$ cat src/source/ld_pkg.sv
// levinson-durbin shared format constants, types and fixed-point arithmetic
`default_nettype none

package ld_pkg;

	// ----------------------------------------
	// number format
	// ----------------------------------------
	localparam int LD_WIDTH     = 48;
	localparam int LD_FRAC      = 16;
	localparam int LD_OUT_WIDTH = 32;
	localparam int LD_ORDER     = 10;
	localparam int LD_IDX_WIDTH = 4;

	typedef logic [LD_WIDTH-1:0]     ld_num_t;
	typedef logic [LD_OUT_WIDTH-1:0] ld_out_t;
	typedef logic [LD_IDX_WIDTH-1:0] ld_idx_t;

	// autocorrelation set, r[0] is R0
	typedef ld_num_t [LD_ORDER:0] ld_rvec_t;

	localparam ld_num_t LD_ONE = ld_num_t'(1) << LD_FRAC;

	// numerator of the reciprocal, 2^32
	localparam ld_num_t LD_RECIP_NUM = ld_num_t'(1) << (2 * LD_FRAC);

	typedef enum logic [2:0] {
		OP_IDLE,
		OP_INIT,
		OP_CLR_SUM,
		OP_MAC,
		OP_REFL,
		OP_UPD,
		OP_ERR
	} ld_op_t;

	// ----------------------------------------
	// sign-magnitude multiply and add
	// ----------------------------------------
	function automatic ld_num_t ld_qmul(input ld_num_t a, input ld_num_t b);
		logic [2*(LD_WIDTH-1)-1:0] prod;
		ld_num_t res;
		prod = a[LD_WIDTH-2:0] * b[LD_WIDTH-2:0];
		res[LD_WIDTH-1] = a[LD_WIDTH-1] ^ b[LD_WIDTH-1];
		res[LD_WIDTH-2:0] = prod[LD_FRAC +: LD_WIDTH-1];
		return res;
	endfunction

	function automatic ld_num_t ld_qadd(input ld_num_t a, input ld_num_t b);
		logic [LD_WIDTH-2:0] ma;
		logic [LD_WIDTH-2:0] mb;
		ld_num_t res;
		ma = a[LD_WIDTH-2:0];
		mb = b[LD_WIDTH-2:0];
		if (a[LD_WIDTH-1] == b[LD_WIDTH-1])
		begin
			res[LD_WIDTH-2:0] = ma + mb;
			res[LD_WIDTH-1] = a[LD_WIDTH-1];
		end
		else if (ma >= mb)
		begin
			res[LD_WIDTH-2:0] = ma - mb;
			res[LD_WIDTH-1] = a[LD_WIDTH-1];
		end
		else
		begin
			res[LD_WIDTH-2:0] = mb - ma;
			res[LD_WIDTH-1] = b[LD_WIDTH-1];
		end
		// no negative zero
		if (res[LD_WIDTH-2:0] == '0)
			res[LD_WIDTH-1] = 1'b0;
		return res;
	endfunction

endpackage

`default_nettype wire
$ cat src/source/ld_coef_out.sv
// result stage streaming the final coefficients with address, then done
`timescale 1ns/1ps
`default_nettype none

module ld_coef_out
	import ld_pkg::*;
(
	input  wire     clk,
	input  wire     rst,
	input  logic    solve_done,
	output ld_idx_t rd_idx,
	input  ld_out_t rd_data,
	output ld_out_t lpc,
	output ld_idx_t lpc_addr,
	output logic    lpc_valid,
	output logic    done
);

	ld_idx_t cnt;
	logic    run;

	// counter rests at zero, so a0 is already addressed on solve_done
	assign run    = solve_done || (cnt != '0);
	assign rd_idx = cnt;

	always_ff @(posedge clk or negedge rst)
	begin
		if (!rst)
		begin
			cnt       <= '0;
			lpc_addr  <= '0;
			lpc_valid <= 1'b0;
			done      <= 1'b0;
		end
		else
		begin
			done      <= lpc_valid && (lpc_addr == ld_idx_t'(LD_ORDER));
			lpc_valid <= run;
			if (run)
			begin
				lpc_addr <= cnt;
				cnt      <= (cnt == ld_idx_t'(LD_ORDER)) ? '0 : cnt + 1'b1;
			end
		end
	end

	always_ff @(posedge clk)
	begin
		if (run)
			lpc <= rd_data;
	end

endmodule

`default_nettype wire

$ cat config.mk
export PLATFORM = sky130hd
export DESIGN_NAME = ld_coef_out
export DESIGN_NICKNAME = d
export VERILOG_FILES = /design/src/source/ld_pkg.sv /design/src/source/ld_coef_out.sv
export SDC_FILE = /design/constraint.sdc
export NUM_CORES = 1
export LEC_CHECK = 0
export ABC_AREA = 0
export BUFFER_PORTS_ARGS = -buffer_cell sky130_fd_sc_hd__buf_4
export CAP_MARGIN = 20
export CORE_ASPECT_RATIO = 0.8
export CORE_MARGIN = 10
export CORE_UTILIZATION = 45
export CTS_CLUSTER_DIAMETER = 30
export CTS_CLUSTER_SIZE = 16
export DETAILED_ROUTE_END_ITERATION = 16
export GPL_ROUTABILITY_DRIVEN = 1
export PLACE_DENSITY = 0.89
export SLEW_MARGIN = 20
export SYNTH_ARGS = -nofsm -noshare
export SYNTH_HDL_FRONTEND = slang
export SYNTH_SLANG_ARGS = --single-unit
$ cat constraint.sdc
create_clock -name clk -period 2.8 [get_ports clk]
set_input_delay 0.42 -clock clk [delete_from_list [all_inputs] [get_ports clk]]
set_output_delay 0.42 -clock clk [all_outputs]
set_load 0.05 [all_outputs]
==> impl_metrics.yaml <==
power_and_ir_drop:
  p_leak_nw: 0.935
  ir_drop_mv: 0.778
  power_density_nw_per_um2: 1070
placed_design:
  routabilityCongestion: 0.799
  portBuffers: 76
  place_area_um2: 1990
  hpwl_um: 2840
clocking:
  clock_latency_ps: 290
  ctsHtreeMaxLevel: 2
  path_clk_slew_ps: 80
  cts_tree: "built"
  cts_sinks: 42
  clock_tree.root_cell: "clkbuf_8"
  clockBufferDepth: 2
  cts_setup_buffers: 0
  numCtsBuffers: 5
grt:
  grt_usage_pct: 12.5
  grt_pass1_vias: 1001
  grt_overflow: 0
  grt_pass1_wl_um: 5320
  antenna_found_initial: 0
  grt_max_degree: 34
setup_path:
  crit_buf_inv: 1
  path_class: "flip-flop to output pin"
  reg2reg_setup_slack_ps: 1360
  r2r-start: "rd_idx[1]$_DFFE_PN0P_"
  max_stage_delay_ps: 530
  rr_endpoint: "lpc[18]$_DFFE_PP_"
  setup.worst_path.start_class: "flip-flop"
  cp_top_family: "flip-flops"
  arrival_ps: 1080
  worstPathRequired_ps: 2380
  crit_chain: "buf_4"
  cp-end-kind: "output pin"
  cp_max_fo: 11
  cp_slowest_cell: "dfrtp_1"
  r2r_cells: 3
timing:
  hold_viol_final: 0
  slew_headroom_pct: 74.4
  achievable-frequency_mhz: 665
  finalSetupViolCount: 0
  period_share_pct: 53.7
  min_period_ps: 1500
  slew_violations: 0
  finClkSkew_ps: 5.19
  hold-worst-slack_ps: 303
  tns_ps: 0
  rsz0062_at_grt: "false"
  worstMarginPinSlew_ps: 384
synth:
  synthXorXnorAreaFrac_pct: 0.635
  syn_area_per_cell_um2: 19.7
  synth.area.mux_share_pct: 0
  synthAdderAreaFrac_pct: 0
  synth.cell_area_um2: 1380
  yosys.area_share.simple_pct: 6.26
  syn_nets: 105
  synth-seq-cells: 42
  yosysWarnings: 0
  synth_seq_area_share_pct: 87.8
  synthesis.instances: 70
  synth_top_family_by_area: "simple AND/OR/NAND/NOR gates"
  synth_compound_gate_area_share_pct: 3.54
  synthDistinctLibCells: 20
worst_hold_path:
  hold_start: "rd_data[27]"
  min_delay_path_depth: 1
  hold_end: "lpc[27]$_DFFE_PP_"
  min_path_type: "input pin to flip-flop"
floorplan:
  design.core.area_um2: 2850
  die_h_um: 69.5
  rows: 17
  ios: 77
  dieArea_um2: 5690
  die_w_um: 81.9
  start_util_pct: 48.4
finish:
  areaGrowthSynthToFinish_pct: 51.2
  post-route-util_pct: 73.1
  regArea_um2: 1210
  layout-drive-gt1-share_pct: 55.2
  final_area_um2: 2080
  multi_input_area_um2: 144
  antennaDiodeCount: 0
  fillCellCount: 190
  nNetsFinal: 188
drt:
  drt_iter0_markers: 29
  ant_nets: 0
  via_per_inst: 4.98
  drt_pass1_iterations: 4
  drc_errors: 0
  wire_per_inst_um: 19.3
  vias: 956
  drt-total-wl_um: 3700
status:
  status: "complete, no violations"
run:
  drv_cap: 0
==> worst max-delay path by stage <==
stage / cells past startpoint / to / start / slack [ps]
global route: 1 / rd_idx[1] / rd_idx[1]$_DFFE_PN0P_ / 1260
detailed placement: 3 / lpc[22]$_DFFE_PP_ / rd_idx[2]$_DFFE_PN0P_ / 1390
CTS: 1 / rd_idx[1] / rd_idx[1]$_DFFE_PN0P_ / 1310
finish: 1 / rd_idx[1] / rd_idx[1]$_DFFE_PN0P_ / 1300
global placement: 3 / lpc[24]$_DFFE_PP_ / rd_idx[1]$_DFFE_PN0P_ / 1450
floorplan: 3 / lpc[0]$_DFFE_PP_ / rd_idx[1]$_DFFE_PN0P_ / 720
==> Yosys cell counts, drive strengths merged <==
cell type | number | area share (%)
edfxtp | 32 | 70
dfrtp | 10 | 18
nand2 | 4 | 1.1
nor2 | 4 | 1.1
a31o | 2 | 1.3
buf | 2 | 1.2
inv | 2 | 0.54
nand3 | 2 | 0.73
nand3b | 2 | 1.1
o21ai | 2 | 0.73
a21o | 1 | 0.54
a21oi | 1 | 0.36
a311oi | 1 | 0.64
nand2b | 1 | 0.45
nand4b | 1 | 0.64
nor3 | 1 | 0.73
nor4 | 1 | 0.45
xnor2 | 1 | 0.64
==> per-layer routing <==
| metal | part of all wire (%) | vias up | GRT usage (%) |
|---|---|---|---|
| met5 | 0 | - | 0 |
| met2 | 49 | 62 | 21.7 |
| met4 | 1.2 | 0 | 3.37 |
| met1 | 36 | 462 | 12.1 |
| li1 | - | 426 | - |
| met3 | 14 | 6 | 7.24 |
==> layout by cell type, fill, tap and decap left out, types with 2 or more instances in the layout <==
cell,n
a31o_1,2
buf_4,77
clkbuf_8,5
dfrtp_1,10
edfxtp_1,32
inv_1,2
nand2_1,4
nand3_1,2
nand3b_1,2
nor2_1,4
==> power by group <==
part           internal (mW)  switching, mW  leakage, nW
clock                  0.176          0.195       0.0452
sequential             0.829          0.121        0.455
combinational          0.265          0.641        0.435
==> what timing repair did <==
item | in CTS | in global routing
hold buffers | 1 | 0
endpoints found under the hold margin | 10 | 0
resized for setup | 0 | 0
==> through the flow <==
stage	instances	power, mW	worst slack [ps]
floorplan	70	1.57	725
global placement	183	1.85	1450
detailed placement	183	1.87	1390
CTS	192	2.24	1310
global route	192	2.33	1260
finish	192	2.23	1300
==> layout make-up <==
cell class | count | share of cell area (%)
Sequential cell | 42 | 58.1
Timing Repair Buffer | 78 | 28.2
Multi-Input combinational cell | 24 | 6.90
Clock buffer | 6 | 3.48
Tap cell | 38 | 2.28
Clock inverter | 2 | 0.660
Inverter | 2 | 0.360
==> state kept, by name, summed over array words and instances (netlist names) <==
name,cells
done,1
lpc,32
lpc_addr,4
lpc_valid,1
rd_idx,4
==> cell families after synthesis <==
logic type / after synthesis
flops: 42
simple gates: 16
compound gates: 7
buf+inv: 4
xor+xnor: 1
(Power assumes the default switching activity.)
