`config.mk`:
```
export PLATFORM = sky130hd
export DESIGN_NAME = ld_control
export DESIGN_NICKNAME = d
export VERILOG_FILES = /design/src/source/ld_pkg.sv /design/src/source/ld_control.sv
export SDC_FILE = /design/constraint.sdc
export NUM_CORES = 1
export LEC_CHECK = 0
export ABC_AREA = 1
export BUFFER_PORTS_ARGS = -buffer_cell sky130_fd_sc_hd__buf_2
export CORE_MARGIN = 1.5
export CORE_UTILIZATION = 60
export CTS_BUF_LIST = sky130_fd_sc_hd__clkbuf_4
export DETAILED_ROUTE_END_ITERATION = 16
export HOLD_SLACK_MARGIN = 0.12
export PLACE_DENSITY = 0.85
export SLEW_MARGIN = 10
export SYNTH_ARGS = -nofsm -noshare
export SYNTH_HDL_FRONTEND = slang
export SYNTH_SLANG_ARGS = --single-unit
```
`constraint.sdc`:
```
create_clock -name clk -period 3.1 [get_ports clk]
set_input_delay 0.62 -clock clk [delete_from_list [all_inputs] [get_ports clk]]
set_output_delay 0.62 -clock clk [all_outputs]
set_load 0.01 [all_outputs]
```
`src/source/ld_pkg.sv`:
```
// levinson-durbin shared format constants, types and fixed-point arithmetic
`default_nettype none

package ld_pkg;

	// ----------------------------------------
	// number format
	// ----------------------------------------
	localparam int LD_WIDTH     = 48;
	localparam int LD_FRAC      = 16;
	localparam int LD_OUT_WIDTH = 32;
	localparam int LD_ORDER     = 10;
	localparam int LD_IDX_WIDTH = 4;

	typedef logic [LD_WIDTH-1:0]     ld_num_t;
	typedef logic [LD_OUT_WIDTH-1:0] ld_out_t;
	typedef logic [LD_IDX_WIDTH-1:0] ld_idx_t;

	// autocorrelation set, r[0] is R0
	typedef ld_num_t [LD_ORDER:0] ld_rvec_t;

	localparam ld_num_t LD_ONE = ld_num_t'(1) << LD_FRAC;

	// numerator of the reciprocal, 2^32
	localparam ld_num_t LD_RECIP_NUM = ld_num_t'(1) << (2 * LD_FRAC);

	typedef enum logic [2:0] {
		OP_IDLE,
		OP_INIT,
		OP_CLR_SUM,
		OP_MAC,
		OP_REFL,
		OP_UPD,
		OP_ERR
	} ld_op_t;

	// ----------------------------------------
	// sign-magnitude multiply and add
	// ----------------------------------------
	function automatic ld_num_t ld_qmul(input ld_num_t a, input ld_num_t b);
		logic [2*(LD_WIDTH-1)-1:0] prod;
		ld_num_t res;
		prod = a[LD_WIDTH-2:0] * b[LD_WIDTH-2:0];
		res[LD_WIDTH-1] = a[LD_WIDTH-1] ^ b[LD_WIDTH-1];
		res[LD_WIDTH-2:0] = prod[LD_FRAC +: LD_WIDTH-1];
		return res;
	endfunction

	function automatic ld_num_t ld_qadd(input ld_num_t a, input ld_num_t b);
		logic [LD_WIDTH-2:0] ma;
		logic [LD_WIDTH-2:0] mb;
		ld_num_t res;
		ma = a[LD_WIDTH-2:0];
		mb = b[LD_WIDTH-2:0];
		if (a[LD_WIDTH-1] == b[LD_WIDTH-1])
		begin
			res[LD_WIDTH-2:0] = ma + mb;
			res[LD_WIDTH-1] = a[LD_WIDTH-1];
		end
		else if (ma >= mb)
		begin
			res[LD_WIDTH-2:0] = ma - mb;
			res[LD_WIDTH-1] = a[LD_WIDTH-1];
		end
		else
		begin
			res[LD_WIDTH-2:0] = mb - ma;
			res[LD_WIDTH-1] = b[LD_WIDTH-1];
		end
		// no negative zero
		if (res[LD_WIDTH-2:0] == '0)
			res[LD_WIDTH-1] = 1'b0;
		return res;
	endfunction

endpackage

`default_nettype wire
```
`src/source/ld_control.sv`:
```
// levinson-durbin recursion sequencer issuing one datapath operation per cycle
`timescale 1ns/1ps
`default_nettype none

module ld_control
	import ld_pkg::*;
(
	input  wire     clk,
	input  wire     rst,
	input  logic    start,
	input  logic    div_done,
	output ld_op_t  op,
	output ld_idx_t idx_i,
	output ld_idx_t idx_j,
	output logic    div_start,
	output logic    solve_done
);

	typedef enum logic [3:0] {
		S_IDLE,
		S_INIT,
		S_CLR,
		S_MAC,
		S_DIV,
		S_WAIT,
		S_REFL,
		S_UPD,
		S_ERR,
		S_FIN,
		S_DRAIN
	} state_t;

	state_t  state;
	ld_idx_t i;
	ld_idx_t j;
	logic    inner_last;
	logic    order_first;

	// j runs 1 .. i-1 in both inner loops
	assign inner_last  = (j == i - 1'b1);
	assign order_first = (i == ld_idx_t'(1));

	assign idx_i = i;
	assign idx_j = j;

	// ----------------------------------------
	// state and loop counters
	// ----------------------------------------
	always_ff @(posedge clk or negedge rst)
	begin
		if (!rst)
		begin
			state <= S_IDLE;
			i     <= '0;
			j     <= '0;
		end
		else
		begin
			case (state)
				S_IDLE:
				begin
					if (start)
						state <= S_INIT;
				end
				S_INIT:
				begin
					i     <= ld_idx_t'(1);
					state <= S_CLR;
				end
				S_CLR:
				begin
					j     <= ld_idx_t'(1);
					state <= order_first ? S_DIV : S_MAC;
				end
				S_MAC:
				begin
					j     <= j + 1'b1;
					state <= inner_last ? S_DIV : S_MAC;
				end
				S_DIV:
					state <= S_WAIT;
				S_WAIT:
				begin
					if (div_done)
						state <= S_REFL;
				end
				S_REFL:
				begin
					j     <= ld_idx_t'(1);
					state <= order_first ? S_ERR : S_UPD;
				end
				S_UPD:
				begin
					j     <= j + 1'b1;
					state <= inner_last ? S_ERR : S_UPD;
				end
				S_ERR:
				begin
					if (i == ld_idx_t'(LD_ORDER))
					begin
						state <= S_FIN;
					end
					else
					begin
						i     <= i + 1'b1;
						state <= S_CLR;
					end
				end
				S_FIN:
				begin
					j     <= ld_idx_t'(1);
					state <= S_DRAIN;
				end
				// hold off a new run until the result stream and done are out
				S_DRAIN:
				begin
					j <= j + 1'b1;
					if (j == ld_idx_t'(LD_ORDER + 2))
						state <= S_IDLE;
				end
				default:
					state <= S_IDLE;
			endcase
		end
	end

	// ----------------------------------------
	// operation decode
	// ----------------------------------------
	always_comb
	begin
		op         = OP_IDLE;
		div_start  = 1'b0;
		solve_done = 1'b0;
		case (state)
			S_INIT: op = OP_INIT;
			S_CLR:  op = OP_CLR_SUM;
			S_MAC:  op = OP_MAC;
			S_DIV:  div_start = 1'b1;
			S_REFL: op = OP_REFL;
			S_UPD:  op = OP_UPD;
			S_ERR:  op = OP_ERR;
			S_FIN:  solve_done = 1'b1;
			default: op = OP_IDLE;
		endcase
	end

endmodule

`default_nettype wire

```
==> impl_metrics.env <==
export IMPL_outcome="finished, final reports clean"
export IMPL_yosysTopAreaCell="dfrtp_1"
export IMPL_overflow=0
export IMPL_p_leak_nw=0.577
export IMPL_maxClockFrequency_mhz=487
export IMPL_layout_setup_ws_ns=1.05
export IMPL_cts_made_buffers=3
export IMPL_synth_area_leaders="dfrtp_1 (32%), nand2_1 (13%), ha_1 (7.9%)"
export IMPL_diodes=0
export IMPL_drive_gt1_frac=0.275
export IMPL_crit_path_max_incr_delay_ns=0.46
export IMPL_tightest_slew_ns=0.308
export IMPL_path_buf_inv=3
export IMPL_hpwl_um=1790
export IMPL_critPathSlowestCell="dfrtp_1"
export IMPL_post_cts_buffers=0
export IMPL_cp_start_kind="register"
export IMPL_clock_sinks=12
export IMPL_drt_initial_drc_count=46
export IMPL_ant_nets=0
export IMPL_arrival_ns=1.43
export IMPL_routed_wl_um=2190
export IMPL_cp_top_family="flip-flops"
export IMPL_drc=0
export IMPL_utilization=0.718
export IMPL_coreArea_sq_mm=0.00149
export IMPL_max_slew_margin=0.793
export IMPL_grtUsageTotal=0.265
export IMPL_ios=17
export IMPL_syn_to_final_growth_pct=12.9
export IMPL_hold_violations=0
export IMPL_period_minus_slack_ns=2.05
export IMPL_place_port_buffers=16
export IMPL_cts_clk_slew_worst_paths_ns=0.07
export IMPL_fillers=132
export IMPL_routed_via_count=944
export IMPL_cts_hold_buffers=0
export IMPL_rsz0062_at_grt="no"
export IMPL_cts_tree="done"
export IMPL_worstSkewPairLatency_ns=0.28
export IMPL_min_delay_path_class="in -> async"
export IMPL_avgRoutedWirePerCell_um=12.4
export IMPL_root_buffer="clkbuf_4"
export IMPL_dr_pass1_iters=4
export IMPL_clockBufferDepth=2
export IMPL_ys_ff_latch=12
export IMPL_first_global_vias=849
export IMPL_yosysSeqAreaShare=0.317
export IMPL_fp_dieArea_sq_mm=0.00183
export IMPL_maxSlewViolCount=0
export IMPL_drt_vias_per_instance=5.36
export IMPL_start_util=0.636
export IMPL_post_synth_instance_area_sq_um=947
export IMPL_die_y_um=42.7
export IMPL_rows=14
export IMPL_die_w_um=42.7
export IMPL_skew_ns=0.00146
export IMPL_yosysWarnings=0
export IMPL_synth_area_per_cell_sq_um=6.72
export IMPL_cp_cell_sequence="nor2_1 -> inv_2 -> nor2_1 -> inv_2 -> nand2_1 -> buf_2"
export IMPL_worst_setup_path_type="reg -> out"
export IMPL_cts_max_level=1
export IMPL_ir_worst_vdd_v=0.000527
export IMPL_crit_start="state[3]$_DFFE_PN0P_"
export IMPL_finalCritPeriodShare=0.663
export IMPL_drv_cap=0
export IMPL_syn_nets=151
export IMPL_setup_viol=0
export IMPL_grt_max_degree=13
export IMPL_r2r_start="idx_i[0]$_DFFE_PN0P_"
export IMPL_crit_required_ns=2.48
export IMPL_synth_top_area_frac=0.317
export IMPL_num_nets_final=172
export IMPL_critPathMaxFanout=6
export IMPL_antenna_found_initial=0
export IMPL_pre_cts_slack_ns=1.27
export IMPL_grt_pass1_wl_um=3660
export IMPL_syn_inst=141
export IMPL_fin_setup_tns_ns=0
export IMPL_gp_congestion=0.875
export IMPL_cts_resized=0
export IMPL_cp_end_kind="primary output"
export IMPL_p_per_area_mw_per_mm2=926
export IMPL_synth_cell_type_count=20
## cells in the mapped netlist
library cell	n
nand2_1	33
nor2_1	17
inv_1	15
dfrtp_1	12
inv_2	12
nand3_1	8
nor2_2	7
o21ai_1	7
a21oi_1	6
ha_1	6
nor3_1	4
nor3_2	3
o2111ai_1	2
o21ai_0	2
xnor2_1	2
a21oi_2	1
a31oi_1	1
clkinv_2	1
nand3_2	1
xor2_1	1
## flip-flops by register name, summed over array words and instances, names as in the netlist
register	count
state	4
idx_i	4
idx_j	4
## through the flow
step,hold slack (ns),instance area [sq um],std cells,total power [mW]
global placement,0.515,1050,173,0.865
floorplan,0.324,947,141,0.726
global route,0.235,1070,176,1.08
CTS,0.220,1070,176,0.990
finish,0.211,1070,176,0.990
detailed placement,0.517,1050,173,0.890
## path summary, 6_finish.rpt
| path | slack [ns] | to | cells past startpoint |
|---|---|---|---|
| worst max-delay path | 1.05 | op[0] | 6 |
| worst min-delay path | 0.21 | state[2]$_DFFE_PN0P_ | 1 |
| worst max register to register | 1.26 | state[1]$_DFFE_PN0P_ | 9 |
| worst min register to register | 0.63 | idx_j[3]$_DFFE_PN0P_ | 2 |
| max in group asynchronous | 2.67 | idx_j[2]$_DFFE_PN0P_ | 1 |
| min in group clk | 0.58 | state[0]$_DFFE_PN0P_ | 4 |
## layer usage
layer  GRT usage  wire length, um  share of wire
met1       0.355              997           0.46
met2       0.433             1040           0.47
met3      0.0383              119          0.054
met4      0.0938               36          0.016
met5           0                0              0
## cell usage in the layout, fill, tap and decap left out, types with 4 or more instances in the layout
cell type	instances
inv_2	12
nand2_1	33
nor3_1	4
nor2_2	7
buf_2	16
nand3_1	8
inv_1	15
a21oi_1	6
nor2_1	17
ha_1	6
o21ai_1	7
dfrtp_1	12
## kinds of logic (layout without fill, tap and decap cells)
logic type	after synthesis	in the layout	share of synthesized area
AND/OR/NAND/NOR	73	73	0.350
flip-flops	12	12	0.317
XOR/XNOR	3	3	0.0277
AO/OA/AOI/OAI	19	19	0.114
buffers and inverters	28	47	0.112
adder cells (fa/ha/maj)	6	6	0.0793
## power by group
part / internal [mW] / switching (mW)
Sequential: 0.208 / 0.0792
Clock: 0.0451 / 0.0542
Combinational: 0.219 / 0.385
## area by class of cell
| type | instances | area [sq um] | share of cell area |
|---|---|---|---|
| inverter | 28 | 106 | 0.0994 |
| clock buffer | 3 | 22.5 | 0.0211 |
| sequential | 12 | 300 | 0.281 |
| timing repair buffer | 16 | 80.1 | 0.0749 |
| tap | 16 | 20.0 | 0.0187 |
| multi-input combinational | 101 | 541 | 0.505 |
## worst register-to-register path, delay by kind of cell (launching register included)
kind,cells,cell delay (ns)
and+or+nand+nor,5,0.45
adders and majority gates,1,0.33
DFF,1,0.50
AOI/OAI and AO/OA,1,0.19
buffers and inverters,1,0.12
xor gates and xnor gates,1,0.14
No activity file was read; power rests on OpenSTA's default activity.
